**config.mk**
```make
export PLATFORM = sky130hd
export DESIGN_NAME = cache_level
export DESIGN_NICKNAME = d
export VERILOG_FILES = /design/src/design/mem_pkg.sv /design/src/design/cache_level.sv
export SDC_FILE = /design/constraint.sdc
export NUM_CORES = 1
export LEC_CHECK = 0
export BUFFER_PORTS_ARGS = -buffer_cell sky130_fd_sc_hd__buf_4
export CORE_MARGIN = 3
export CORE_UTILIZATION = 59
export DETAILED_ROUTE_END_ITERATION = 7
export GPL_TIMING_DRIVEN = 0
export PLACE_DENSITY = 0.84
export SLEW_MARGIN = 20
export SYNTH_ARGS = -nofsm -noshare
export SYNTH_HDL_FRONTEND = slang
export SYNTH_SLANG_ARGS = --single-unit
```
**constraint.sdc**
```tcl
create_clock -name clk -period 7.43 [get_ports clk]
set_input_delay 0.3715 -clock clk [delete_from_list [all_inputs] [get_ports clk]]
set_output_delay 0.3715 -clock clk [all_outputs]
set_load 0.01 [all_outputs]
```
**src/design/mem_pkg.sv**
```systemverilog
package mem_pkg;

    // Word geometry, four byte lanes per word
    localparam int DATA_WIDTH   = 32;
    localparam int ADDR_WIDTH   = 32;
    localparam int BYTES        = DATA_WIDTH / 8;
    localparam int OFFSET_WIDTH = $clog2(BYTES);

    // Load/store size codes, RISC-V funct3 style
    typedef enum logic [2:0] {
        SIZE_B  = 3'b000,
        SIZE_H  = 3'b001,
        SIZE_W  = 3'b010,
        SIZE_BU = 3'b100,
        SIZE_HU = 3'b101
    } size_e;

    // Decoded core request as seen by every level of the hierarchy
    typedef struct packed {
        logic                  read;
        logic                  write;
        logic [ADDR_WIDTH-1:0] addr;
        logic [BYTES-1:0]      be;
        logic [DATA_WIDTH-1:0] wdata;
        size_e                 size;
    } mem_req_t;

    // Answer of one level to the level above it
    typedef struct packed {
        logic                  hit;
        logic [DATA_WIDTH-1:0] data;
    } level_resp_t;

    // Which level served a read
    typedef enum logic [1:0] {
        SRC_L1   = 2'd0,
        SRC_L2   = 2'd1,
        SRC_MEM  = 2'd2,
        SRC_NONE = 2'd3
    } source_e;

endpackage
```
**src/design/cache_level.sv**
```systemverilog
`timescale 1ns/1ps

module cache_level #(
    // Must be a power of two
    parameter int LINES = 16
) (
    input  logic                 clk,
    input  logic                 reset_i,
    input  mem_pkg::mem_req_t    req_i,
    input  mem_pkg::level_resp_t fill_i,
    output mem_pkg::level_resp_t resp_o
);

    localparam int IDX_W = $clog2(LINES);
    localparam int TAG_W = mem_pkg::ADDR_WIDTH - mem_pkg::OFFSET_WIDTH - IDX_W;

    // Line storage, one word per line
    logic [LINES-1:0]              valid_q;
    logic [TAG_W-1:0]              tag_q  [LINES];
    logic [mem_pkg::DATA_WIDTH-1:0] data_q [LINES];

    logic [IDX_W-1:0] idx;
    logic [TAG_W-1:0] tag;
    logic             hit;
    logic             read_miss;
    logic             write_hit;

    // Index by word address, tag is the rest
    assign idx = req_i.addr[mem_pkg::OFFSET_WIDTH +: IDX_W];
    assign tag = req_i.addr[mem_pkg::ADDR_WIDTH-1 -: TAG_W];

    assign hit       = valid_q[idx] && (tag_q[idx] == tag);
    assign read_miss = req_i.read && !hit;
    assign write_hit = req_i.write && hit;

    // On a miss the lower level's word passes through, so the level
    // above always sees the current word of this address
    always_comb begin
        resp_o.hit  = hit;
        resp_o.data = hit ? data_q[idx] : fill_i.data;
    end

    // Valid bits
    always_ff @(posedge clk) begin
        if (reset_i) begin
            valid_q <= '0;
        end else if (read_miss) begin
            valid_q[idx] <= 1'b1;
        end
    end

    // Allocate on read miss, merge lanes on write hit
    // Write misses leave the line alone (no-write-allocate)
    always_ff @(posedge clk) begin
        if (read_miss) begin
            tag_q[idx]  <= tag;
            data_q[idx] <= fill_i.data;
        end else if (write_hit) begin
            for (int b = 0; b < mem_pkg::BYTES; b++) begin
                if (req_i.be[b]) begin
                    data_q[idx][8*b +: 8] <= req_i.wdata[8*b +: 8];
                end
            end
        end
    end

endmodule

```
### Word level (Yosys, flattened, before mapping)

Memories as Yosys holds them, arrays and structs flattened.
Index checks and enable logic that the tools add are counted.

| word-level totals | value |
|---|---|
| register bits | 16 |
| RAM bits | 928 |
| input port bits | 108 |
| output and inout bits | 33 |
| word-level logic and storage cells | 43 |
| memories kept | 2 |

Memory list:

| memory | depth | bits a word | read ports | clocked after memory_dff | write ports | line | text |
|---|---|---|---|---|---|---|---|
| data_q | 16 | 32 | 1 | 0 | 1 | cache_level.sv:20 | `logic [mem_pkg::DATA_WIDTH-1:0] data_q [LINES];` |
| tag_q | 16 | 26 | 1 | 0 | 1 | cache_level.sv:19 | `logic [TAG_W-1:0] tag_q [LINES];` |

| operators by class | value |
|---|---|
| magnitude comparators | 2 |
| eq/ne operators | 1 |
| mux-type cells | 27 |
| bitwise gates (word level) | 5 |
| reductions and logical operators | 5 |

Operators with widths:

| operator | number |
|---|---|
| $mux 32 | 1 |
| $mux 8 | 4 |
| $eq 26x26->1 | 1 |
| $mux 1 | 20 |
| $or 16x16->16 | 1 |
| $lt 4x5->1 const B | 1 |
| $bmux 1 s4 | 1 |
| $demux 1 s4 | 1 |
| $ge 4x1->1 const B | 1 |
| $logic_and 1x1->1 | 4 |
| $or 1x1->1 | 4 |
| $logic_not 1->1 | 1 |

### Depth between registers and ports, before layout

| logic depth | value |
|---|---|
| word-level depth | 8 |
| mapped depth | 17 |
| mapped depth without buffers | 8 |

### Least setup slack after synthesis

OpenSTA, ideal clock, no wires.

| path | value |
|---|---|
| path kind | input -> register |
| from | in req_i[41] (netlist name) |
| to | mem tag_q[14][0] (netlist name) (enable) |
| arrival | 4.256 ns |
| required time | 7.021 ns |
| slack | 2.765 ns |
| stages on the path | 14 |
| cells stage by stage | buf_6 buf_6 buf_6 buf_2 buf_2 mux4_2 a211oi_1 a21oi_1 xnor2_1 o2111ai_1 o41ai_2 buf_2 buf_2 nor2_1 |

| between the ends | value |
|---|---|
| longest elaborated chain between the ends | 7 |

RTL lines:

| item | line | text |
|---|---|---|
| start: declaration | cache_level.sv:9 | `input mem_pkg::mem_req_t req_i,` |
| $mem_v2 16x26 / $bmux 1 s4 (equally long branches) | - |  |
| $eq 26x26->1 / $mux 1 (equally long branches) | cache_level.sv:32 | `assign hit = valid_q[idx] && (tag_q[idx] == tag);` |
| $logic_and 1x1->1 | cache_level.sv:32 |  |
| $logic_not 1->1 | cache_level.sv:33 | `assign read_miss = req_i.read && !hit;` |
| $logic_and 1x1->1 | cache_level.sv:33 |  |
| $mux 1 | cache_level.sv:55 | `if (read_miss) begin` |
| $mux 1 (not written as such) | cache_level.sv:56 | `tag_q[idx] <= tag;` |
| end: declaration | cache_level.sv:19 |  |

Parallel ways exist; a longest one is shown, timed or not. The select of a mux whose other input is x is not followed.

### Worst setup path after layout

| path | value |
|---|---|
| from | in req_i[41] (netlist name) |
| to | mem data_q[14][8] (netlist name) (enable) |

| between the ends | value |
|---|---|
| longest elaborated chain between the ends | 8 |

RTL lines:

| item | line |
|---|---|
| $mem_v2 16x26 / $bmux 1 s4 (equally long branches) | - |
| $eq 26x26->1 / $mux 1 (equally long branches) | cache_level.sv:32 |
| $logic_and 1x1->1 | cache_level.sv:32 |
| $logic_and 1x1->1 / $logic_not 1->1 (equally long branches) | cache_level.sv:34, cache_level.sv:33 |
| $mux 1 / $logic_and 1x1->1 (equally long branches) | cache_level.sv:58, cache_level.sv:33 |
| $mux 1 | cache_level.sv:55 |
| $mux 1 (on tied branches) | cache_level.sv:61, cache_level.sv:57 |
| $or 1x1->1 (no source line) | - |
| end: declaration | cache_level.sv:20 |

Parallel ways exist; a longest one is shown, timed or not. The select of a mux whose other input is x is not followed.

==> run_results.csv <==
group,metric,value,unit
timing,minimum_clock_period_after_layout,5720,ps
die,core_area,0.06239,sq mm
job,cap_viol_max_count,0,
clock_network,ctsHtreeMaxLevel,3,
global_route,grt_antenna_before_repair,3,
clock_network,numCtsBuffers,89,
worst_hold_path,hp-class,"input pin to flop",
routing,route.antenna.remaining_nets,0,
synthesis,post_synth_edffs,928,
die,design.die.area,0.06682,sq mm
outcome,status,"finished, final reports clean",
synthesis,synth_adder_area_share,0,%
synthesis,flip_flop_and_latch_count_after_synthesis,944,
placed_design,place.port_buffers,131,
critical_path,worstPathRequired,7670,ps
routing,dr_pass1_iterations,8,
routing,route.detailed.drc,0,
die,die_height,258.5,um
timing,layout_worst_path_cycle_share,76.98,%
layout,layout.filler_cells,3586,
synthesis,yosys_warnings,0,
timing,maximum_clock_frequency,174.8,MHz
synthesis,post_synth_mux_area_share,18.68,%
placed_design,placed_area,0.04014,sq mm
clock_network,clockRootBuffer,"clkbuf_16",
synthesis,synth-xor-area-share,0.5821,%
synthesis,main_combinational_cell_family_by_area_after_synthesis,"multiplexers",
timing,timing_worst_slew_pin_value,1202,ps
clock_network,clock_latency_late_sink,660,ps
routing,vias_per_cell,6.946,
power_and_ir_drop,total_power,11190,uW
die,initial_utilization,60.29,%
synthesis,synth-simple-area-share,1.603,%
timing,hold_viol_final,0,
timing,setup_tns,0,ps
clock_network,clock_pin_slew_on_the_worst_setup_and_hold_paths,60,ps
layout,final_nets,2089,
critical_path,crit_fanout,10,
timing,skew,36.63,ps
timing,final.hold.worst_slack,21.34,ps
timing,timing.final.setup_violations,0,
power_and_ir_drop,peakVddDrop,216.4,uV
routing,wl_per_cell,33.09,um
die,floorplan.die.width,258.5,um
die,row_count,91,
clock_network,ctsResizeCount,0,
layout,drive_gt1_share,32.98,%
synthesis,ys.flop_type,"edfxtp_1",
die,number_of_ports_placed_on_the_die_boundary,141,
synthesis,syn-num-nets,1849,
power_and_ir_drop,leakage,0.01386,uW
critical_path,worstPathArrival,5960,ps
clock_network,cts_hold_repair.buffers,1,
clock_network,cts.repair_timing.setup_buffer_count,0,
clock_network,cts_tree,"built",
placed_design,routabilityCongestion,0.8485,
synthesis,ys_types,54,
timing,relSlewSlack,19.87,%
critical_path,worst_path_class_setup,"input pin to flop",
synthesis,fraction_of_the_mapped_netlist_area_in_compound_gates,2.747,%
timing,final-max-slew-violation-count,0,
global_route,overflow_after_grt,0,
global_route,grt_pass1_vias,20790,
routing,dr.first_iter.drc_count,2919,
synthesis,synth.avg_cell_area,21.61,sq um
layout,area_growth,14.54,%
placed_design,dpl.hpwl,58240,um
layout,area_of_all_placed_cells_without_fillers,0.04309,sq mm
global_route,total_global_route_track_usage,29.10,%
global_route,grt_max_degree,21,
timing,unrepaired_setup_endpoints_after_global_routing,"false",
synthesis,post_synth_instance_area,0.03762,sq mm
clock_network,clock-sinks,944,
synthesis,postSynth.asyncResetShare,0,%
routing,detailroute.via_count,20080,
synthesis,syn-instance-count,1741,
power_and_ir_drop,power_density_over_the_cells,259.6,mW/mm^2
critical_path,critical_path.startpoint_type,"input pin",
synthesis,synth_seq_area_share,74.93,%
routing,drt-total-wl,95670,um
clock_network,cts_buffer_depth,3,
critical_path,crit_path_end_kind,"flop",
global_route,grt_first_pass_wirelength,140200,um
[path summary, 6_finish.rpt]
kind                      from             to  slack [ps]  cells after the start
setup / recovery     req_i[41]  data_q[14][8]        1710                     16
hold reg to reg    valid_q[10]    valid_q[10]         470                      2
setup reg to reg  tag_q[15][4]  data_q[14][8]        2160                     11
hold / removal       req_i[64]  tag_q[10][19]          20                      1
[per-stage QoR]
| step | setup WS, ps | cells | utilization [%] |
|---|---|---|---|
| floorplan | 2765 | 1741 | - |
| global placement | 205.2 | 2709 | 63.54 |
| detailed placement | 913.0 | 2726 | 64.34 |
| CTS | 1517 | 2890 | 68.92 |
| global route | 1556 | 2890 | 69.05 |
| finish | 1710 | 2891 | 69.05 |
[per-layer routing]
layer | GRT usage [%] | up-vias | part of all wire [%]
li1 | - | 7829 | -
met1 | 37.59 | 10250 | 34
met2 | 47.92 | 1645 | 50
met3 | 7.173 | 351 | 11
met4 | 12.26 | 2 | 4.7
met5 | 0 | - | 0.014
[worst max-delay path: stages]
cell and delay, ps:
buf_6 140, buf_6 220, buf_6 220, buf_6 210, buf_2 350, buf_2 480, mux2i_1 170, a221oi_1 380
xor2_1 120, nor4_1 600, o2111ai_1 400, or4_1 790, buf_2 260, buf_6 180, buf_6 150, a21oi_1 890
[synth_stat cells (14+ instances only)]
cell	instances	share of area (%)
mux2_2	69	2.1
mux2i_1	71	1.9
buf_2	28	0.37
nand2b_1	19	0.32
clkbuf_1	41	0.41
nor2_1	26	0.26
dfxtp_1	16	0.85
buf_1	18	0.18
a21oi_1	74	0.98
o22ai_1	14	0.23
o31ai_1	17	0.34
edfxtp_1	928	74
mux4_2	235	14
nand2_1	26	0.26
[cell families after synthesis]
group           Yosys count
simple gates            113
buf+inv                 106
compound gates          160
mux                     393
flops                   944
xor+xnor                 25
[sequential cells by signal, summed over array words and instances (netlist names)]
| name | cells |
|---|---|
| tag_q | 416 |
| valid_q | 16 |
| data_q | 512 |
[where the power goes]
group / total [uW] / internal [uW] / switching (uW)
combinational: 707 / 293 / 414
clock: 4490 / 2530 / 1960
sequential: 5990 / 5960 / 32.2
total: 11200 / 8780 / 2410
[layout by cell type (no fill, tap or decap), types with 6 or more instances in the layout]
| cell type | netlist | routed |
|---|---|---|
| buf_6 | 13 | 14 |
| clkinv_1 | 0 | 27 |
| buf_2 | 28 | 28 |
| o22ai_1 | 14 | 14 |
| nor2_4 | 0 | 16 |
| mux4_2 | 235 | 235 |
| xnor2_1 | 12 | 12 |
| xor2_1 | 13 | 13 |
| a21oi_2 | 0 | 19 |
| a21oi_1 | 74 | 55 |
| edfxtp_1 | 928 | 928 |
| nor2b_1 | 7 | 7 |
| nor2_1 | 26 | 10 |
| a221oi_1 | 9 | 9 |
| mux2_2 | 69 | 69 |
| o31ai_1 | 17 | 17 |
| nand2b_1 | 19 | 19 |
| mux2_1 | 6 | 6 |
| clkbuf_16 | 0 | 91 |
| mux2i_1 | 71 | 71 |
| buf_4 | 4 | 135 |
| nand4_1 | 6 | 6 |
| buf_12 | 0 | 11 |
| and3_1 | 6 | 6 |
| a22o_1 | 6 | 6 |
| buf_1 | 18 | 16 |
| mux2_4 | 12 | 12 |
| dfxtp_1 | 16 | 16 |
| a22oi_1 | 13 | 13 |
| o21ai_0 | 7 | 7 |
| clkinv_2 | 0 | 13 |
| nand2_1 | 26 | 26 |
| clkbuf_1 | 41 | 51 |
| bufinv_16 | 0 | 8 |
[layout make-up]
cell class	instances	area (sq um)	area share, %
well taps	837	1047	2.431
multi-input cells	691	9084	21.08
clock inverters	59	524.3	1.217
clock buffers	104	2326	5.399
flip-flops and latches	944	28190	65.42
repair buffers	149	1363	3.162
plain buffers	104	544.3	1.263
diodes	1	2.502	0.005808
inverters	2	7.507	0.01742
Power figures use the tool's default switching activity.
