$ cat config.mk
export PLATFORM = sky130hd
export DESIGN_NAME = load_formatter
export DESIGN_NICKNAME = d
export VERILOG_FILES = /design/src/design/mem_pkg.sv /design/src/design/load_formatter.sv
export SDC_FILE = /design/constraint.sdc
export NUM_CORES = 1
export LEC_CHECK = 0
export BUFFER_PORTS_ARGS = -buffer_cell sky130_fd_sc_hd__buf_2
export CORE_ASPECT_RATIO = 0.5
export CORE_MARGIN = 5
export CORE_UTILIZATION = 30
export DETAILED_ROUTE_END_ITERATION = 8
export PLACE_DENSITY = 0.81
export SLEW_MARGIN = 30
export SYNTH_ARGS = -nofsm -noshare
export SYNTH_HDL_FRONTEND = slang
export SYNTH_SLANG_ARGS = --single-unit
$ cat constraint.sdc
create_clock -name vclk -period 3.7
set_clock_uncertainty 0.15 [all_clocks]
set_input_delay 0.37 -clock vclk [all_inputs]
set_output_delay 0.37 -clock vclk [all_outputs]
set_load 0.02 [all_outputs]
$ cat src/design/mem_pkg.sv
package mem_pkg;

    // Word geometry, four byte lanes per word
    localparam int DATA_WIDTH   = 32;
    localparam int ADDR_WIDTH   = 32;
    localparam int BYTES        = DATA_WIDTH / 8;
    localparam int OFFSET_WIDTH = $clog2(BYTES);

    // Load/store size codes, RISC-V funct3 style
    typedef enum logic [2:0] {
        SIZE_B  = 3'b000,
        SIZE_H  = 3'b001,
        SIZE_W  = 3'b010,
        SIZE_BU = 3'b100,
        SIZE_HU = 3'b101
    } size_e;

    // Decoded core request as seen by every level of the hierarchy
    typedef struct packed {
        logic                  read;
        logic                  write;
        logic [ADDR_WIDTH-1:0] addr;
        logic [BYTES-1:0]      be;
        logic [DATA_WIDTH-1:0] wdata;
        size_e                 size;
    } mem_req_t;

    // Answer of one level to the level above it
    typedef struct packed {
        logic                  hit;
        logic [DATA_WIDTH-1:0] data;
    } level_resp_t;

    // Which level served a read
    typedef enum logic [1:0] {
        SRC_L1   = 2'd0,
        SRC_L2   = 2'd1,
        SRC_MEM  = 2'd2,
        SRC_NONE = 2'd3
    } source_e;

endpackage
$ cat src/design/load_formatter.sv
`timescale 1ns/1ps

module load_formatter (
    input  logic                           reset_i,
    input  mem_pkg::mem_req_t              req_i,
    input  mem_pkg::level_resp_t           l1_i,
    input  mem_pkg::level_resp_t           l2_i,
    input  logic [mem_pkg::DATA_WIDTH-1:0] mem_i,
    output logic [mem_pkg::DATA_WIDTH-1:0] read_data_o,
    output logic                           data_valid_o,
    output mem_pkg::source_e               source_o
);

    localparam int DW = mem_pkg::DATA_WIDTH;

    logic [DW-1:0] word;
    logic [DW-1:0] shifted;

    // Reads only, never while in reset
    assign data_valid_o = req_i.read & ~reset_i;

    // First hitting level wins
    always_comb begin
        if (l1_i.hit) begin
            word = l1_i.data;
        end else if (l2_i.hit) begin
            word = l2_i.data;
        end else begin
            word = mem_i;
        end
    end

    always_comb begin
        if (!data_valid_o) begin
            source_o = mem_pkg::SRC_NONE;
        end else if (l1_i.hit) begin
            source_o = mem_pkg::SRC_L1;
        end else if (l2_i.hit) begin
            source_o = mem_pkg::SRC_L2;
        end else begin
            source_o = mem_pkg::SRC_MEM;
        end
    end

    // Bring the addressed lane down to bit 0
    assign shifted = word >> {req_i.addr[mem_pkg::OFFSET_WIDTH-1:0], 3'b000};

    // Sign or zero extend by size code
    always_comb begin
        case (req_i.size)
            mem_pkg::SIZE_B:  read_data_o = {{(DW-8){shifted[7]}}, shifted[7:0]};
            mem_pkg::SIZE_BU: read_data_o = {{(DW-8){1'b0}}, shifted[7:0]};
            mem_pkg::SIZE_H:  read_data_o = {{(DW-16){shifted[15]}}, shifted[15:0]};
            mem_pkg::SIZE_HU: read_data_o = {{(DW-16){1'b0}}, shifted[15:0]};
            mem_pkg::SIZE_W:  read_data_o = word;
            default:          read_data_o = '0;
        endcase
    end

endmodule

* Word-level counts from Yosys, hierarchy flattened *
Cells that the tools add are included.

operators by class
  muxes and demuxes = 6
  shift operators = 1
  equality and inequality tests = 4
  bitwise logic cells = 2
  reductions and logical operators = 1

operators by type and width
  cell                                                                   count
  32-bit case mux with 5 select lines                                    1
  32-bit two-way mux                                                     2
  32-bit by 5-bit >> shifter with 16-bit output                          1
  3-bit equality test, second input constant                             2
  2-bit two-way mux                                                      3
  3-bit by 1-bit equality test with 1-bit output, second input constant  1
  3-bit by 2-bit equality test with 1-bit output, second input constant  1
  3-bit zero test                                                        1
  1-bit bitwise AND                                                      1
  1-bit inverter                                                         1

word-level totals
  logic and storage cells = 14
  flip-flop bits (word level) = 0

* Depth between registers and ports, before layout *
Gate-level depths: netlist of run 1.

  word-level depth = 4
  mapped depth = 7
  depth with buffers taken out = 5

* Worst setup path after synthesis of run 1 *
No wires, ideal clock.

  kind = in2out
  from = input port l2_i[32] (netlist bit)
  to = output port read_data_o[16] (netlist bit)
  required time = 3180 ps
  path buffers = 2
  arrival time = 1986 ps
  setup slack = 1194 ps
  stages on the path = 7
  cell sequence = buf_6 mux2_4 mux4_2 a2bb2oi_1 o32a_2 buf_6 o21ai_0

between the ends
  longest elaborated chain between the ends = 4

RTL lines
  element                                        RTL line              text
  from (decl)                                    load_formatter.sv:7   input mem_pkg::level_resp_t l2_i,
  32-bit two-way mux *                           load_formatter.sv:26  end else if (l2_i.hit) begin
  32-bit two-way mux *                           load_formatter.sv:24  if (l1_i.hit) begin
  32-bit by 5-bit >> shifter with 16-bit output  load_formatter.sv:46  assign shifted = word >> {req_i.addr[mem_pkg::OFFSET_WIDTH-1:0], 3'b000};
  32-bit case mux with 5 select lines *          load_formatter.sv:50  case (req_i.size)
  to (decl)                                      load_formatter.sv:9   output logic [mem_pkg::DATA_WIDTH-1:0] read_data_o,

Mark *: on every way between the ends. The rest lies on a longest branch, timed or not.

* Final worst setup path of run 1 *
  from = input port req_i[40] (netlist bit)
  to = output port read_data_o[19] (netlist bit)

between the ends
  longest elaborated chain between the ends = 2

RTL lines
  element                                        RTL line              text
  from (decl)                                    load_formatter.sv:5   input mem_pkg::mem_req_t req_i,
  32-bit by 5-bit >> shifter with 16-bit output  load_formatter.sv:46
  32-bit case mux with 5 select lines            load_formatter.sv:50

No other way between the ends.

==> impl_metrics.csv, run 1 <==
group,metric,value,unit
critical_path,critPathKind,"in2out",
yosys,syn_inst,172,
global_route,grt_max_degree,33,
yosys,yosysWarnings,0,
global_route,grt_pass1_vias,1733,
route,dr.pass1.iters,5,
yosys,synth_top_area_share,33.1,%
timing,relSlewSlack,37.8,%
layout,utilization,47.2,%
critical_path,worstPathRequired,3.18,ns
critical_path,path_buf_inv,2,
placed_design,dpl.hpwl,4.57,mm
global_route,antenna_found_initial,0,
timing,tightest_slew,0.931,ns
layout,nFillCells,451,
die,num_io_pins,207,
yosys,yosysSeqAreaShare,0,%
layout,layout-drive-gt1-share,59.7,%
timing,final.setup.tns,0,ns
yosys,netlist_area,1360,sq um
power,p_leak,0.00118,uW
yosys,ys_types,25,
critical_path,slowest_delay,0.59,ns
critical_path,cp-start-kind,"primary input",
critical_path,crit_chain,"buf_2 > mux4_2 > a2bb2oi_1 > o32a_2 > o21ai_0 > buf_2",
layout,multi_input_area,1270,sq um
critical_path,critPathMaxFanout,17,
timing,grt_setup_unrepaired,"false",
layout,nClkBuffers,0,
yosys,synth_top_area_cell,"mux2i_1",
timing,setup_violations,0,
yosys,synthTopCellsByArea,"mux2i_1 (33%), mux2_2 (22%), o21ai_0 (9.6%), mux2_4 (4.4%), a21oi_1 (3.3%)",
timing,min_period,2.82,ns
layout,fin_nets,472,
die,num_rows,17,
yosys,post_synth.cell_area_avg,7.91,sq um
route,drtIter0Drc,56,
yosys,yosysMostFrequentCell,"mux2i_1",
clock_network,cts-resized-gates,0,
placed_design,io_buffers,140,
layout,seq_cell_count,0,
global_route,grt_pass1_wl,8.16,mm
die,placeableCoreArea,4380,sq um
timing,finalCritPeriodShare,76.3,%
route,via_per_inst,5.12,
job,maxCapViolations,0,
timing,max_freq,354,MHz
route,antenna_left,0,
critical_path,crit_path_top_delay_cell,"mux4_2",
route,vias,1817,
min_path,min_path_type,"in2out",
power,ir_worst_vdd,0.0450,mV
placed_design,gp_congestion,0.821,
route,avgRoutedWirePerCell,15.4,um
clock_network,hold_buffers,0,
timing,drv_slew,0,
layout,diodes,0,
placed_design,dpl-instance-area,2070,sq um
yosys,synth_common_cells,"mux2i_1 (45), mux2_2 (26), o21ai_0 (26)",
yosys,syn_nets,344,
layout,fin_area,2070,sq um
power,p_per_area,144,nW/um^2
global_route,grt_usage,15.7,%
timing,hold_violations,0,
route,drc,0,
critical_path,endpoint_kind,"primary output",
critical_path,cp.arrival,2.30,ns
clock_network,post_cts_buffers,0,
die,dieHeight,57.6,um
global_route,overflow,0,
layout,seq_area,0,sq um
die,die_w,105,um
layout,area_growth,51.8,%
run_status,status,"finished, final reports clean",
critical_path,path_delay_family,"compound AO/OA/AOI/OAI gates",
die,dieArea,6070,sq um
power,power,299,uW
critical_path,cp_common_cell,"buf_2",
die,start_util,31.1,%
route,wl,5.46,mm
## layer usage
metal | GRT usage [%] | share of wire [%] | wire [um]
met3 | 1.33 | 4.8 | 260
met1 | 19.1 | 40 | 2170
met5 | 0 | 0 | 0
met2 | 31.6 | 55 | 3000
met4 | 1.09 | 0.71 | 39
## metrics by stage
step           hold slack (ns)  instances  worst slack, ns
6_report                 0.910        355            0.875
3_3_place_gp             0.897        355            0.918
4_1_cts                  0.900        355            0.894
3_5_place_dp             0.897        355            0.899
2_1_floorplan            0.678        172             1.19
5_1_grt                  0.929        355            0.735
## cell type report
cell class	instances	share of cell area, %
repair buffers	142	34.6
inverters	3	0.545
well taps	57	3.45
multi-input cells	153	61.4
## power by group
part	total [uW]	internal (uW)	switching (uW)
sequential	0	0	0
clock	0	0	0
combinational	299	138	161
total	299	138	161
## cell usage in the layout (no fill, tap or decap), drive strengths merged
cell type and count:
nand2b 3, o211ai 1, nor2b 1, nor2 7
o21ai 26, o32a 1, a21oi 9, a211o 1
nand3b 1, nand2 8, and2 1, a22oi 7
o22ai 7, mux2i 45, buf 142, mux4 2
a2bb2oi 1, inv 3, or2 2, mux2 30
## final timing paths
kind | startpoint | endpoint | slack [ns] | cells past startpoint
max | req_i[40] | read_data_o[19] | 0.88 | 6
min | reset_i | data_valid_o | 0.91 | 3
## kinds of logic after synthesis
logic type             share of synthesized area, %
AOI/OAI and AO/OA                              23.0
buffers and inverters                          6.80
muxes                                          62.3
and+or+nand+nor                                7.91
No activity file was read; power rests on OpenSTA's default activity.
==> inputs of run 2 (changes only) <==
--- a/config.mk
+++ b/config.mk
@@ -5,12 +5,13 @@
 export SDC_FILE = /design/constraint.sdc
 export NUM_CORES = 1
 export LEC_CHECK = 0
+export ABC_AREA = 1
 export BUFFER_PORTS_ARGS = -buffer_cell sky130_fd_sc_hd__buf_2
 export CORE_ASPECT_RATIO = 0.5
 export CORE_MARGIN = 5
 export CORE_UTILIZATION = 30
 export DETAILED_ROUTE_END_ITERATION = 8
-export PLACE_DENSITY = 0.81
+export PLACE_DENSITY = 0.76
 export SLEW_MARGIN = 30
 export SYNTH_ARGS = -nofsm -noshare
 export SYNTH_HDL_FRONTEND = slang
==> constraint.sdc (replaced) <==
create_clock -name vclk -period 2.6
set_clock_uncertainty 0.15 [all_clocks]
set_input_delay 0.26 -clock vclk [all_inputs]
set_output_delay 0.26 -clock vclk [all_outputs]
set_load 0.02 [all_outputs]
==> run 2 against run 1 <==
Against the previous run: die area increased by 13%; design area increased by 12%; hold slack got worse by 0.26 ns; sequential cell count unchanged; synthesized cell count increased by 100%.
==> impl_metrics.csv, run 2 <==
group,metric,value,unit
power,p_clk_share,0,%
route,drtIter0Drc,283,
layout,layout-drive-gt1-share,33.6,%
critical_path,cp-start-kind,"primary input",
critical_path,slowest_delay,0.29,ns
layout,nClkBuffers,0,
critical_path,cp.arrival,1.91,ns
yosys,yosysWarnings,0,
timing,hold_violations,0,
yosys,synth-simple-area-share,85.2,%
yosys,post_synth.cell_area_avg,4.53,sq um
min_path,min_path_type,"in2out",
critical_path,crit_chain,"buf_2 > buf_6 > nand2_1 > nand3_1 > nand2_1 > nand2_1 > inv_1 > nand2_1 > nand2_2 > nand3_1 > buf_2",
critical_path,critPathMaxFanout,27,
min_path,holdPathEnd,"data_valid_o",
global_route,grt_pass1_wl,10.6,mm
critical_path,crit_path_top_delay_cell,"nand2_2",
die,start_util,31.4,%
die,placeableCoreArea,5000,sq um
die,dieHeight,61.1,um
layout,diodes,0,
clock_network,cts-resized-gates,0,
yosys,synth-xor-area-share,0,%
power,ir_worst_vdd,0.0521,mV
power,p_int,172,uW
power,p_per_area,194,nW/um^2
timing,final.setup.tns,0,ns
run_status,status,"finished, final reports clean",
timing,setup_violations,0,
placed_design,io_buffers,140,
yosys,synthTopCellsByArea,"nand2_1 (42%), nand3_1 (27%), nand4_1 (8.8%), buf_6 (2.9%), buf_2 (2.6%)",
clock_network,hold_buffers,0,
route,drc,0,
global_route,grt_pass1_vias,2287,
critical_path,endpoint_kind,"primary output",
layout,final_cell_mix,"nand2_1 (177), buf_2 (140), nand3_1 (86), nand4_1 (22), inv_1 (10)",
power,power,448,uW
yosys,synth_compound_area_share,3.19,%
global_route,antenna_found_initial,0,
die,dieArea,6860,sq um
route,antenna_left,0,
die,num_io_pins,207,
critical_path,critPathKind,"in2out",
power,p_sw_share,61.5,%
yosys,synth_top_family_by_area,"simple AND/OR/NAND/NOR gates",
route,vias,2784,
placed_design,place_ws,0.204,ns
layout,seq_cell_count,0,
yosys,syn_inst,346,
critical_path,worstPathRequired,2.19,ns
min_path,worstHoldPathCells,3,
layout,area_growth,47.5,%
yosys,ys_types,19,
yosys,yosysMostFrequentCell,"nand2_1",
timing,tightest_slew,0.458,ns
clock_network,post_cts_buffers,0,
global_route,grt_max_degree,28,
die,num_rows,18,
timing,relSlewSlack,69.3,%
yosys,synth_top_area_share,42.4,%
timing,finalCritPeriodShare,89.4,%
yosys,synth_top_area_cell,"nand2_1",
route,via_per_inst,5.13,
min_path,holdCritStartpoint,"reset_i",
power,p_comb_share,100.0,%
placed_design,gp_congestion,0.887,
timing,timing.hold.ws,0.651,ns
layout,multi_input_area,1390,sq um
power,p_leak,0.00143,uW
timing,drv_slew,0,
yosys,synth_fa_ha_area_share,0,%
power,p_sw,275,uW
timing,setup_ws,0.275,ns
layout,seq_area,0,sq um
yosys,synth_common_cells,"nand2_1 (177), nand3_1 (86), nand4_1 (22)",
route,wl,7.08,mm
power,p_seq_share,0,%
yosys,synth_mux_area_share,0,%
die,die_w,112,um
critical_path,cp_common_cell,"nand2_1",
timing,min_period,2.32,ns
layout,fin_nets,647,
timing,grt_setup_unrepaired,"false",
yosys,netlist_area,1570,sq um
job,maxCapViolations,0,
global_route,grt_usage,18.5,%
yosys,yosysSeqAreaShare,0,%
route,avgRoutedWirePerCell,13.0,um
global_route,overflow,0,
layout,layout_commonest_cell,"nand2_1",
layout,nFillCells,565,
yosys,syn_nets,518,
timing,max_freq,430,MHz
route,dr.pass1.iters,5,
placed_design,dpl.hpwl,5.56,mm
==> run 2: cell types whose count changed after synthesis, sizes merged, moves of 16 or more <==
cell	before	now
nand3	0	88
mux2i	45	0
nand2	8	180
mux2	30	0
o21ai	26	10
nand4	0	22
==> run 2: worst max-delay path by stage <==
stage,to,from,slack (ns),cells after the start
after detailed placement,read_data_o[12],l1_i[32],0.20,11
after CTS,read_data_o[12],l1_i[32],0.20,11
after global placement,read_data_o[12],l1_i[32],0.22,11
after floorplan,read_data_o[11],l1_i[32],0.84,10
after global routing,read_data_o[16],l1_i[32],0.09,11
final,read_data_o[12],l1_i[32],0.28,11
==> run 2: through the flow <==
stage | util (%) | instances | cell area, sq um
final | 46.2 | 543 | 2310
after floorplan | - | 346 | 1570
after detailed placement | 46.2 | 543 | 2310
after CTS | 46.2 | 543 | 2310
after global placement | 46.2 | 543 | 2310
after global routing | 46.2 | 543 | 2310
==> run 2: kinds of logic after synthesis <==
family	count (synthesis)
simple gates	301
buf+inv	35
compound gates	10
==> run 2: final cells by class <==
type                       instances  share of cell area, %
tap                               70                   3.79
inverter                          13                   2.11
multi-input combinational        311                   60.2
timing repair buffer             149                   33.9
==> run 2: critical path, delay by kind of cell <==
kind	cells	cell delay, ns
AND/OR/NAND/NOR	7	0.89
buffers and inverters	4	0.75
==> run 2: per-layer routing <==
metal | up-vias | GRT usage, % | share of wire, % | routed length [um]
li1 | 1407 | - | - | -
met1 | 1261 | 25.1 | 41 | 2910
met2 | 112 | 34.3 | 51 | 3580
met3 | 4 | 1.47 | 7.8 | 554
met4 | 0 | 1.54 | 0.51 | 36
met5 | - | 0 | 0 | 0
==> run 2: power by group through the flow <==
stage                     Combinational (uW)  Clock (uW)  Sequential [uW]
after floorplan                          272           0                0
after global placement                   441           0                0
after detailed placement                 444           0                0
after CTS                                446           0                0
after global routing                     494           0                0
final                                    448           0                0
