--- config.mk ---
export PLATFORM = sky130hd
export DESIGN_NAME = access_decoder
export DESIGN_NICKNAME = d
export VERILOG_FILES = /design/src/design/mem_pkg.sv /design/src/design/access_decoder.sv
export SDC_FILE = /design/constraint.sdc
export NUM_CORES = 1
export LEC_CHECK = 0
export BUFFER_PORTS_ARGS = -buffer_cell sky130_fd_sc_hd__buf_2
export CORE_MARGIN = 10
export CORE_UTILIZATION = 28
export DETAILED_ROUTE_END_ITERATION = 10
export PLACE_DENSITY_LB_ADDON = 0.2
export SETUP_SLACK_MARGIN = 0.15
export SYNTH_ARGS = -nofsm -noshare
export SYNTH_HDL_FRONTEND = slang
export SYNTH_SLANG_ARGS = --single-unit
export TNS_END_PERCENT = 5
--- constraint.sdc ---
create_clock -name vclk -period 0.8
set_input_delay 0.08 -clock vclk [all_inputs]
set_output_delay 0.08 -clock vclk [all_outputs]
set_load 0.01 [all_outputs]
--- src/design/mem_pkg.sv ---
package mem_pkg;

    // Word geometry, four byte lanes per word
    localparam int DATA_WIDTH   = 32;
    localparam int ADDR_WIDTH   = 32;
    localparam int BYTES        = DATA_WIDTH / 8;
    localparam int OFFSET_WIDTH = $clog2(BYTES);

    // Load/store size codes, RISC-V funct3 style
    typedef enum logic [2:0] {
        SIZE_B  = 3'b000,
        SIZE_H  = 3'b001,
        SIZE_W  = 3'b010,
        SIZE_BU = 3'b100,
        SIZE_HU = 3'b101
    } size_e;

    // Decoded core request as seen by every level of the hierarchy
    typedef struct packed {
        logic                  read;
        logic                  write;
        logic [ADDR_WIDTH-1:0] addr;
        logic [BYTES-1:0]      be;
        logic [DATA_WIDTH-1:0] wdata;
        size_e                 size;
    } mem_req_t;

    // Answer of one level to the level above it
    typedef struct packed {
        logic                  hit;
        logic [DATA_WIDTH-1:0] data;
    } level_resp_t;

    // Which level served a read
    typedef enum logic [1:0] {
        SRC_L1   = 2'd0,
        SRC_L2   = 2'd1,
        SRC_MEM  = 2'd2,
        SRC_NONE = 2'd3
    } source_e;

endpackage
--- src/design/access_decoder.sv ---
`timescale 1ns/1ps

module access_decoder (
    input  mem_pkg::size_e                   size_i,
    input  logic [mem_pkg::ADDR_WIDTH-1:0]   addr_i,
    input  logic [mem_pkg::DATA_WIDTH-1:0]   wdata_i,
    input  logic                             read_i,
    input  logic                             write_i,
    output mem_pkg::mem_req_t                req_o
);

    logic [mem_pkg::BYTES-1:0]        size_mask;
    logic [mem_pkg::BYTES-1:0]        lane_en;
    logic [mem_pkg::DATA_WIDTH-1:0]   lane_data;
    logic [mem_pkg::OFFSET_WIDTH-1:0] byte_off;

    assign byte_off = addr_i[mem_pkg::OFFSET_WIDTH-1:0];

    // Lanes touched by the access before alignment
    always_comb begin
        case (size_i)
            mem_pkg::SIZE_B,
            mem_pkg::SIZE_BU: size_mask = 4'b0001;
            mem_pkg::SIZE_H,
            mem_pkg::SIZE_HU: size_mask = 4'b0011;
            mem_pkg::SIZE_W:  size_mask = 4'b1111;
            // Unknown code, nothing gets written
            default:          size_mask = 4'b0000;
        endcase
    end

    // Offset is assumed naturally aligned, so no lane wraps out
    assign lane_en = size_mask << byte_off;

    // Replicate store data so every candidate lane carries it
    always_comb begin
        case (size_i)
            mem_pkg::SIZE_B,
            mem_pkg::SIZE_BU: lane_data = {mem_pkg::BYTES{wdata_i[7:0]}};
            mem_pkg::SIZE_H,
            mem_pkg::SIZE_HU: lane_data = {(mem_pkg::BYTES / 2){wdata_i[15:0]}};
            default:          lane_data = wdata_i;
        endcase
    end

    // Write wins when both strobes are up
    always_comb begin
        req_o.read  = read_i & ~write_i;
        req_o.write = write_i;
        req_o.addr  = addr_i;
        req_o.be    = lane_en;
        req_o.wdata = lane_data;
        req_o.size  = size_i;
    end

endmodule

======== Yosys cells after proc, flatten, opt, wreduce, memory -nomap -nowiden ========
Cells that the tools add are included.
word-level totals
  bits in registers ....................... 0
  bits in latches ......................... 0
  RAM bits ................................ 0
  bits in read-only memories .............. 0
  memories ................................ 0
cells by class
  add/sub/neg operators ................... 0
  $mul .................................... 0
  div/mod/pow operators ................... 0
  $lt $le $gt $ge ......................... 0
  eq/ne operators ......................... 4
  shift operators ......................... 1
  mux-type cells .......................... 2
  bitwise logic cells ..................... 2
  reductions and logical operators ........ 3
operator list
  operator                                                          count
  32-bit case mux with 2 select lines                               1
  4-bit case mux with 3 select lines                                1
  3-bit == test (second input constant)                             2
  2-bit OR reduction                                                2
  4-bit by 2-bit left shift with 4-bit output                       1
  3-bit by 1-bit == test with 1-bit output (second input constant)  1
  3-bit by 2-bit == test with 1-bit output (second input constant)  1
  3-bit zero test                                                   1
  1-bit AND                                                         1
  1-bit inverter                                                    1

======== Logic depth before layout (Yosys ltp) ========
Gate-level depths: netlist of run 1.
  word-level depth ........................ 4
  depth in mapped cells ................... 4

======== Worst setup path before layout of run 1 ========
No wires, ideal clock.
  kind .................................... input to output
  start ................................... input size_i[0]
  end ..................................... output req_o[35] (netlist bit)
  data arrival time ....................... 679 ps
  slack ................................... 41 ps
  stages .................................. 4
  cells stage by stage .................... buf_6 -> nor2_1 -> nor2b_1 -> nor3_1
RTL lines
  element      RTL line             text
  from (decl)  access_decoder.sv:4  input mem_pkg::size_e size_i,
  to (decl)    access_decoder.sv:9  output mem_pkg::mem_req_t req_o

==> summary.md, run 1 <==
| Metric | Value |
|---|---|
| Sequential power share | 0% |
| Via count | 797 |
| Filler cell count in the final layout | 292 |
| Gr usage total | 8.88% |
| PwrDens | 656 mW/mm2 |
| Routed Antenna Nets | 0 |
| Register area | 0 um2 |
| Comb pwr share | 100.0% |
| Share of cells above drive strength 1 | 79.4% |
| Switching part of the total power | 43.0% |
| # IOs | 142 |
| Hold path depth | 0 |
| Worst Hold Class | primary input to output pin |
| Distinct cells, synth | 18 |
| Met3 wire length | 518 um |
| CP arrival | 0.87 ns |
| Hold-fix buffers, CTS | 0 |
| Register area share after synthesis | 0% |
| GPL Wtd Cong | 0.660 |
| Die height | 73.5 um |
| Failing checks | negative setup slack |
| Worst Max-Slew Pin Slew | 0.204 ns |
| CP endpoint kind | output pin |
| Hold EP | req_o[46] |
| Buffers added on ports | 82 |
| Max Clk Rate | 1050 MHz |
| Antenna Cells | 0 |
| Vias in the first global route | 859 |
| Final setup TNS | -2.37 ns |
| Final instance area | 0.00114 mm2 |
| Initial antenna violation count | 0 |
| Slew HR | 86.3% |
| Min cycle time layout | 0.953 ns |
| Layout Utilization | 41.3% |
| Vias/cell | 4.63 |
| Total gr overflow | 0 |
| Largest net degree at the start of global routing | 30 |
| Hpwl dp | 2250 um |
| Hold Startpoint | addr_i[7] |
| Post-CTS setup repair buffer count | 0 |
| Met1 wire length | 965 um |
| DRC viols | 0 |
| Commonest non-fill, non-tap cells in the layout | buf_2 (64), buf_6 (20), mux2_4 (16), nand2_1 (9), mux2i_1 (8) |
| Setup violators final | 28 |
| Synthesized Nets | 170 |
| CP Class | primary input to output pin |
| First-pass GRT wire length | 4140 um |
| Syn_area_per_cell | 7.94 um2 |
| Core Footprint | 0.00276 mm2 |
| Clkbuf count | 0 |
| RSZ-0062 raised after global routing | yes |
| Critical Path RT | 0.72 ns |
| Nets | 212 |
| Total Wirelength | 2730 um |
| PnR worst setup slack | -0.153 ns |
| Max-slew violations | 0 |
| Metal2 WL | 1160 um |
| Max layer used | met4 |
| Status | complete, but fails checks |
| DRT iter0 DRCs | 12 |
| Period utilization | 119% |
| Synth Instances | 101 |
| Critical path startpoint category | primary input |
| Setup WS pre-CTS | -0.285 ns |
| Commonest non-fill, non-tap cell in the layout | buf_2 |
| Leakage power | 0.642 nW |
| Netlist area before placement | 802 um2 |
| TritonRoute pass-1 iters | 2 |
| Die ar. | 0.00541 mm2 |
| Area growth, synth to finish | 42.0% |
| WL/cell | 15.9 um |
| Initial core utilization | 29.1% |
| FFs & Latches | 0 |
| Die X | 73.5 um |
| CP Max Fanout | 5 |
| Worst vdd ir | 355 uV |
| # rows | 19 |
| Number of hold violations in the final report | 0 |
| Clock power frac | 0% |
| Post-DP Area | 932 um2 |
| MaxCap Viol Count | 0 |
| Yosys warns | 0 |
| Switching power total | 0.321 mW |
| Internal | 0.426 mW |
| PnR Total Power | 0.747 mW |
## layer usage
| metal | up-vias | track usage [%] |
|---|---|---|
| li1 | 377 | - |
| met1 | 335 | 9.36 |
| met2 | 65 | 14.4 |
| met3 | 20 | 4.98 |
| met4 | 0 | 3.31 |
| met5 | - | 0 |
## cells in the mapped netlist (all sizes together)
library cell   n  area, um2
nor2           2       15.0
buf           48        369
o21bai         1       18.8
inv            1       3.75
o21a           1       7.51
mux2          16        184
nor3           3       20.0
a21oi          1       8.76
nor2b          2       12.5
nand2          9       33.8
mux2i          8       80.1
o21ai          9       48.8
## kinds of logic (layout without fill, tap and decap cells)
logic type,Yosys count,count (layout),synth area share (%)
and+or+nand+nor,16,16,10.1
AOI/OAI and AO/OA,12,12,10.5
muxes,24,24,32.9
buffers and inverters,49,89,46.5
## layout make-up
type	instances	area [um2]	area share, %
inverters	1	3.75	0.330
well taps	31	38.8	3.41
multi-input cells	52	500	44.0
repair buffers	88	596	52.3
## critical path, cell delays in order
cell	delay, ns
buf_8	0.10
nor2_4	0.12
buf_6	0.14
mux2_4	0.30
buf_6	0.12
## power groups by stage
stage               Sequential (mW)  Clock (mW)  Combinational, mW
floorplan                         0           0              0.504
global placement                  0           0              0.588
detailed placement                0           0              0.593
CTS                               0           0              0.758
global route                      0           0              0.813
finish                            0           0              0.747
## how the worst max path moves through the flow
| stage | start | end | slack, ns | cells after the start |
|---|---|---|---|---|
| 2_1_floorplan | size_i[1] | req_o[11] | 0.07 | 2 |
| 3_3_place_gp | size_i[1] | req_o[26] | -0.27 | 4 |
| 3_5_place_dp | size_i[1] | req_o[25] | -0.28 | 4 |
| 4_1_cts | size_i[0] | req_o[18] | -0.17 | 5 |
| 5_1_grt | size_i[0] | req_o[14] | -0.20 | 5 |
| 6_report | size_i[0] | req_o[18] | -0.15 | 5 |
## stage by stage
stage	instances	hold WS, ns
2_1_floorplan	101	0.186
3_3_place_gp	172	0.160
3_5_place_dp	172	0.160
4_1_cts	172	0.160
5_1_grt	172	0.160
6_report	172	0.160
## repair_timing
action                                  in CTS  in global routing
pin swaps                                    2                  0
endpoints found under the setup margin      30                 28
resized for setup                           44                  3
(Power assumes the default switching activity.)
==> run 2, diff against run 1 <==
Settings changed: CORE_UTILIZATION 28 to 25, RECOVER_POWER set to 25.
Clock period 0.8 ns to 0.85 ns, I/O delays scaled along.
==> run 2 against run 1 <==
- the run still ends with negative setup slack left
- cell area up 3.3%
- combinational power is 2.8% lower
- utilization shrank 2.8 points
- non-clock buffer count unchanged
- critical path type unchanged
- critical endpoint is now req_o[13]
- largest power group unchanged
==> summary.md, run 2 (same netlist as run 1, synthesis figures left out) <==
| Metric | Value |
|---|---|
| Fin Hold WS | 0.170 ns |
| Met3 wire length | 441 um |
| Critical path, cell by cell | buf_8, nor2_4, buf_6, mux2_4, buf_6 |
| Commonest non-fill, non-tap cell in the layout | buf_2 |
| Initial antenna violation count | 0 |
| CP arrival | 0.88 ns |
| MaxCap Viol Count | 0 |
| Largest net degree at the start of global routing | 20 |
| CP Max Fanout | 5 |
| Status | complete, but fails checks |
| PnR worst setup slack | -0.113 ns |
| Met1 wire length | 1030 um |
| Max Clk Rate | 1040 MHz |
| RSZ-0062 raised after global routing | yes |
| Initial core utilization | 26.3% |
| # rows | 20 |
| Die X | 76.6 um |
| Max-slew violations | 0 |
| Vias/cell | 4.38 |
| Worst vdd ir | 199 uV |
| Vias in the first global route | 913 |
| Post-CTS setup repair buffer count | 0 |
| CP Class | primary input to output pin |
| Leakage power | 0.650 nW |
| Worst Max-Slew Pin Slew | 0.199 ns |
| Clkbuf count | 0 |
| Metal2 WL | 1550 um |
| Nets | 212 |
| CP peak stage delay | 0.31 ns |
| Critical path startpoint category | primary input |
| Gr usage total | 9.86% |
| Via count | 811 |
| Period utilization | 113% |
| DRT iter0 DRCs | 19 |
| Area growth, synth to finish | 46.6% |
| Antenna Cells | 0 |
| CP endpoint kind | output pin |
| Commonest non-fill, non-tap cells in the layout | buf_2 (64), buf_6 (19), mux2_4 (16), nand2_1 (9), mux2i_1 (8) |
| Slew HR | 86.6% |
| PwrDens | 617 mW/mm2 |
| FFs & Latches | 0 |
| Number of hold violations in the final report | 0 |
| Total gr overflow | 0 |
| Min cycle time layout | 0.963 ns |
| # IOs | 142 |
| Setup violators final | 15 |
| Critical Path RT | 0.76 ns |
| Routed Antenna Nets | 0 |
| Critical-path top delay cell | mux2_4 |
| Buffers added on ports | 82 |
| Share of cells above drive strength 1 | 79.4% |
| Hpwl dp | 2640 um |
| DRC viols | 0 |
| Max layer used | met4 |
| WL/cell | 17.1 um |
| Final instance area | 0.00118 mm2 |
| Hold path depth | 0 |
| Hold Startpoint | addr_i[5] |
| Die height | 76.6 um |
| Worst Hold Class | primary input to output pin |
| Post-DP Area | 948 um2 |
| Register area | 0 um2 |
| Die ar. | 0.00587 mm2 |
| Final setup TNS | -0.980 ns |
| Hold-fix buffers, CTS | 0 |
| Top cell by count, worst path | buf_6 |
| TritonRoute pass-1 iters | 2 |
| Failing checks | negative setup slack |
| First-pass GRT wire length | 4970 um |
| Total Wirelength | 3160 um |
| Core Footprint | 0.00305 mm2 |
| GPL Wtd Cong | 0.695 |
| Hold EP | req_o[44] |
## run 2: cell count changes in the layout (fill, tap and decap cells not counted)
cell and delta:
buf_4 -1, o21ai_0 -2, buf_12 +2, buf_6 -1, o21ai_1 +2
## run 2: layout make-up
type	count	area (um2)
inverters	1	3.75
multi-input cells	52	500
repair buffers	88	617
well taps	44	55.1
fillers	347	1880
## run 2: worst max-delay path, delay by kind of cell
family	cells	cell delay, ns
and+or+nand+nor	1	0.11
buffers and inverters	3	0.36
muxes	1	0.31
## run 2: worst max path at each step
stage          startpoint   endpoint  slack, ns
2_1_floorplan   size_i[1]  req_o[36]       0.09
6_report        size_i[0]  req_o[13]      -0.11
3_5_place_dp    size_i[0]  req_o[37]      -0.19
5_1_grt         size_i[0]  req_o[13]      -0.14
3_3_place_gp    size_i[0]  req_o[37]      -0.18
4_1_cts         size_i[0]  req_o[13]      -0.13
## run 2: power breakdown
part / internal [mW] / switching, mW
Combinational: 0.413 / 0.312
Clock: 0 / 0
Sequential: 0 / 0
## run 2: stage by stage
| step | setup slack, ns | power (mW) | util [%] | cells |
|---|---|---|---|---|
| floorplan | 0.0905 | 0.468 | - | 101 |
| global placement | -0.180 | 0.557 | 31.1 | 185 |
| detailed placement | -0.195 | 0.564 | 31.1 | 185 |
| CTS | -0.126 | 0.717 | 37.8 | 185 |
| global route | -0.144 | 0.789 | 38.5 | 185 |
| finish | -0.113 | 0.726 | 38.5 | 185 |
## run 2: metal layers
| metal | track usage [%] | up-vias |
|---|---|---|
| met2 | 17.6 | 63 |
| li1 | - | 374 |
| met1 | 9.49 | 352 |
| met5 | 0 | - |
| met4 | 4.09 | 0 |
| met3 | 4.72 | 22 |
## run 2: timing repair
action	CTS	global route
resized for setup	47	10
cloned	0	0
endpoints found under the setup margin	28	28
endpoints found under the hold margin	0	0
pin swaps	1	0
==> run 3, diff against run 2 <==
Settings changed: CAP_MARGIN set to 20, PLACE_DENSITY set to 0.79, PLACE_DENSITY_LB_ADDON 0.2 to unset.
==> run 3 against run 2 <==
- the flow still finishes with violations (negative setup slack)
- utilization up 0.16 points
- maximum frequency down 2.3%
- non-clock buffer count up 4
- critical path depth unchanged
- worst hold slack unchanged
- cell area up 0.43%
- cell count up 2.2%
- count of clock-buffer cells in the layout unchanged
- critical endpoint is now req_o[16]
- largest cell class unchanged
==> summary.md, run 3 (same netlist as run 1, synthesis figures left out) <==
| Metric | Value |
|---|---|
| CP Max Fanout | 6 |
| PnR worst setup slack | -0.136 ns |
| Initial antenna violation count | 0 |
| CP Class | primary input to output pin |
| Worst Max-Slew Pin Slew | 0.216 ns |
| Commonest non-fill, non-tap cell in the layout | buf_2 |
| Routed Antenna Nets | 0 |
| Top cell by count, worst path | buf_6 |
| Critical path startpoint category | primary input |
| Gr usage total | 9.07% |
| Worst Hold Class | primary input to output pin |
| Critical-path top delay cell | mux2_4 |
| Die X | 76.6 um |
| Area of the multi-input gates | 497 um2 |
| Core Footprint | 0.00305 mm2 |
| Hpwl dp | 2450 um |
| Post-CTS setup repair buffer count | 0 |
| Critical path, cell by cell | buf_8, nor2_4, buf_6, mux2_4, buf_6 |
| Vias in the first global route | 918 |
| Placed Cells | 189 |
| CP peak stage delay | 0.31 ns |
| Period utilization | 116% |
| Die height | 76.6 um |
| PwrDens | 608 mW/mm2 |
| Leakage power | 0.657 nW |
| Antenna Cells | 0 |
| Hold-fix buffers, CTS | 0 |
| CP arrival | 0.90 ns |
| Clkbuf count | 0 |
| Critical Path RT | 0.76 ns |
| MaxCap Viol Count | 0 |
| # rows | 20 |
| Status | complete, but fails checks |
| Via count | 803 |
| Nets | 216 |
| Final instance area | 0.00118 mm2 |
| Worst vdd ir | 235 uV |
| Number of hold violations in the final report | 0 |
| Max-slew violations | 0 |
| Share of cells above drive strength 1 | 80.0% |
| Area growth, synth to finish | 47.3% |
| Commonest non-fill, non-tap cells in the layout | buf_2 (64), buf_6 (20), mux2_4 (15), nand2_1 (9), mux2i_1 (8) |
| Post-DP Area | 978 um2 |
| Vias/cell | 4.25 |
| GPL Wtd Cong | 0.712 |
| Setup WS pre-CTS | -0.220 ns |
| CP endpoint kind | output pin |
| Total Wirelength | 2980 um |
| Total gr overflow | 0 |
| First-pass GRT wire length | 4680 um |
| Register area | 0 um2 |
| PnR Total Power | 0.718 mW |
| Setup violators final | 20 |
| Buffers added on ports | 82 |
| RSZ-0062 raised after global routing | yes |
| Initial core utilization | 26.3% |
| DRT iter0 DRCs | 11 |
| TritonRoute pass-1 iters | 2 |
| Die ar. | 0.00587 mm2 |
| Layout Utilization | 38.7% |
| FFs & Latches | 0 |
| Largest net degree at the start of global routing | 23 |
| # IOs | 142 |
| Max Clk Rate | 1010 MHz |
| Failing checks | negative setup slack |
| WL/cell | 15.8 um |
| Final std cells w/o fill | 189 |
| Slew HR | 85.5% |
| DRC viols | 0 |
| Min cycle time layout | 0.986 ns |
| Filler cell count in the final layout | 343 |
[run 3: cell count changes in the layout (fill, tap and decap cells not counted)]
cell     delta
o21ai_0     +2
mux2_2      +1
buf_12      -2
buf_4       +5
mux2_4      -1
o21ai_1     -2
buf_6       +1
[run 3: final cells by class]
class,instances,share of cell area [%]
Inverter,1,0.318
Tap cell,44,4.66
Timing Repair Buffer,92,53.0
Multi-Input combinational cell,52,42.1
[run 3: report_power, final]
group	internal, mW	switching, mW	leakage [nW]
logic	0.411	0.308	0.657
clock network	0	0	0
registers	0	0	0
total	0.411	0.308	0.657
[run 3: timing repair]
| item | in CTS | in global routing |
|---|---|---|
| resized for setup | 48 | 1 |
| endpoints found under the setup margin | 28 | 28 |
| pin swaps | 3 | 1 |
[run 3: worst max-delay path: cells and delay by family]
family	cells	cell delay, ns
muxes	1	0.31
and+or+nand+nor	1	0.12
buffers and inverters	3	0.37
[run 3: metal layers]
metal  global-route usage [%]  routed length (um)
met1                     9.82                1130
met2                     15.5                1420
met3                     4.36                 351
met4                     2.23                  70
met5                        0                   0
[run 3: stage by stage]
stage	hold slack [ns]	setup TNS, ns
after floorplan	0.196	0
after global placement	0.170	-4.13
after detailed placement	0.170	-4.30
after CTS	0.170	-1.53
after global routing	0.170	-2.18
final	0.170	-1.35
[run 3: path summary, 6_finish.rpt]
path / cells past startpoint / to / from
hold / removal: 0 / req_o[49] / addr_i[10]
setup / recovery: 5 / req_o[16] / size_i[0]
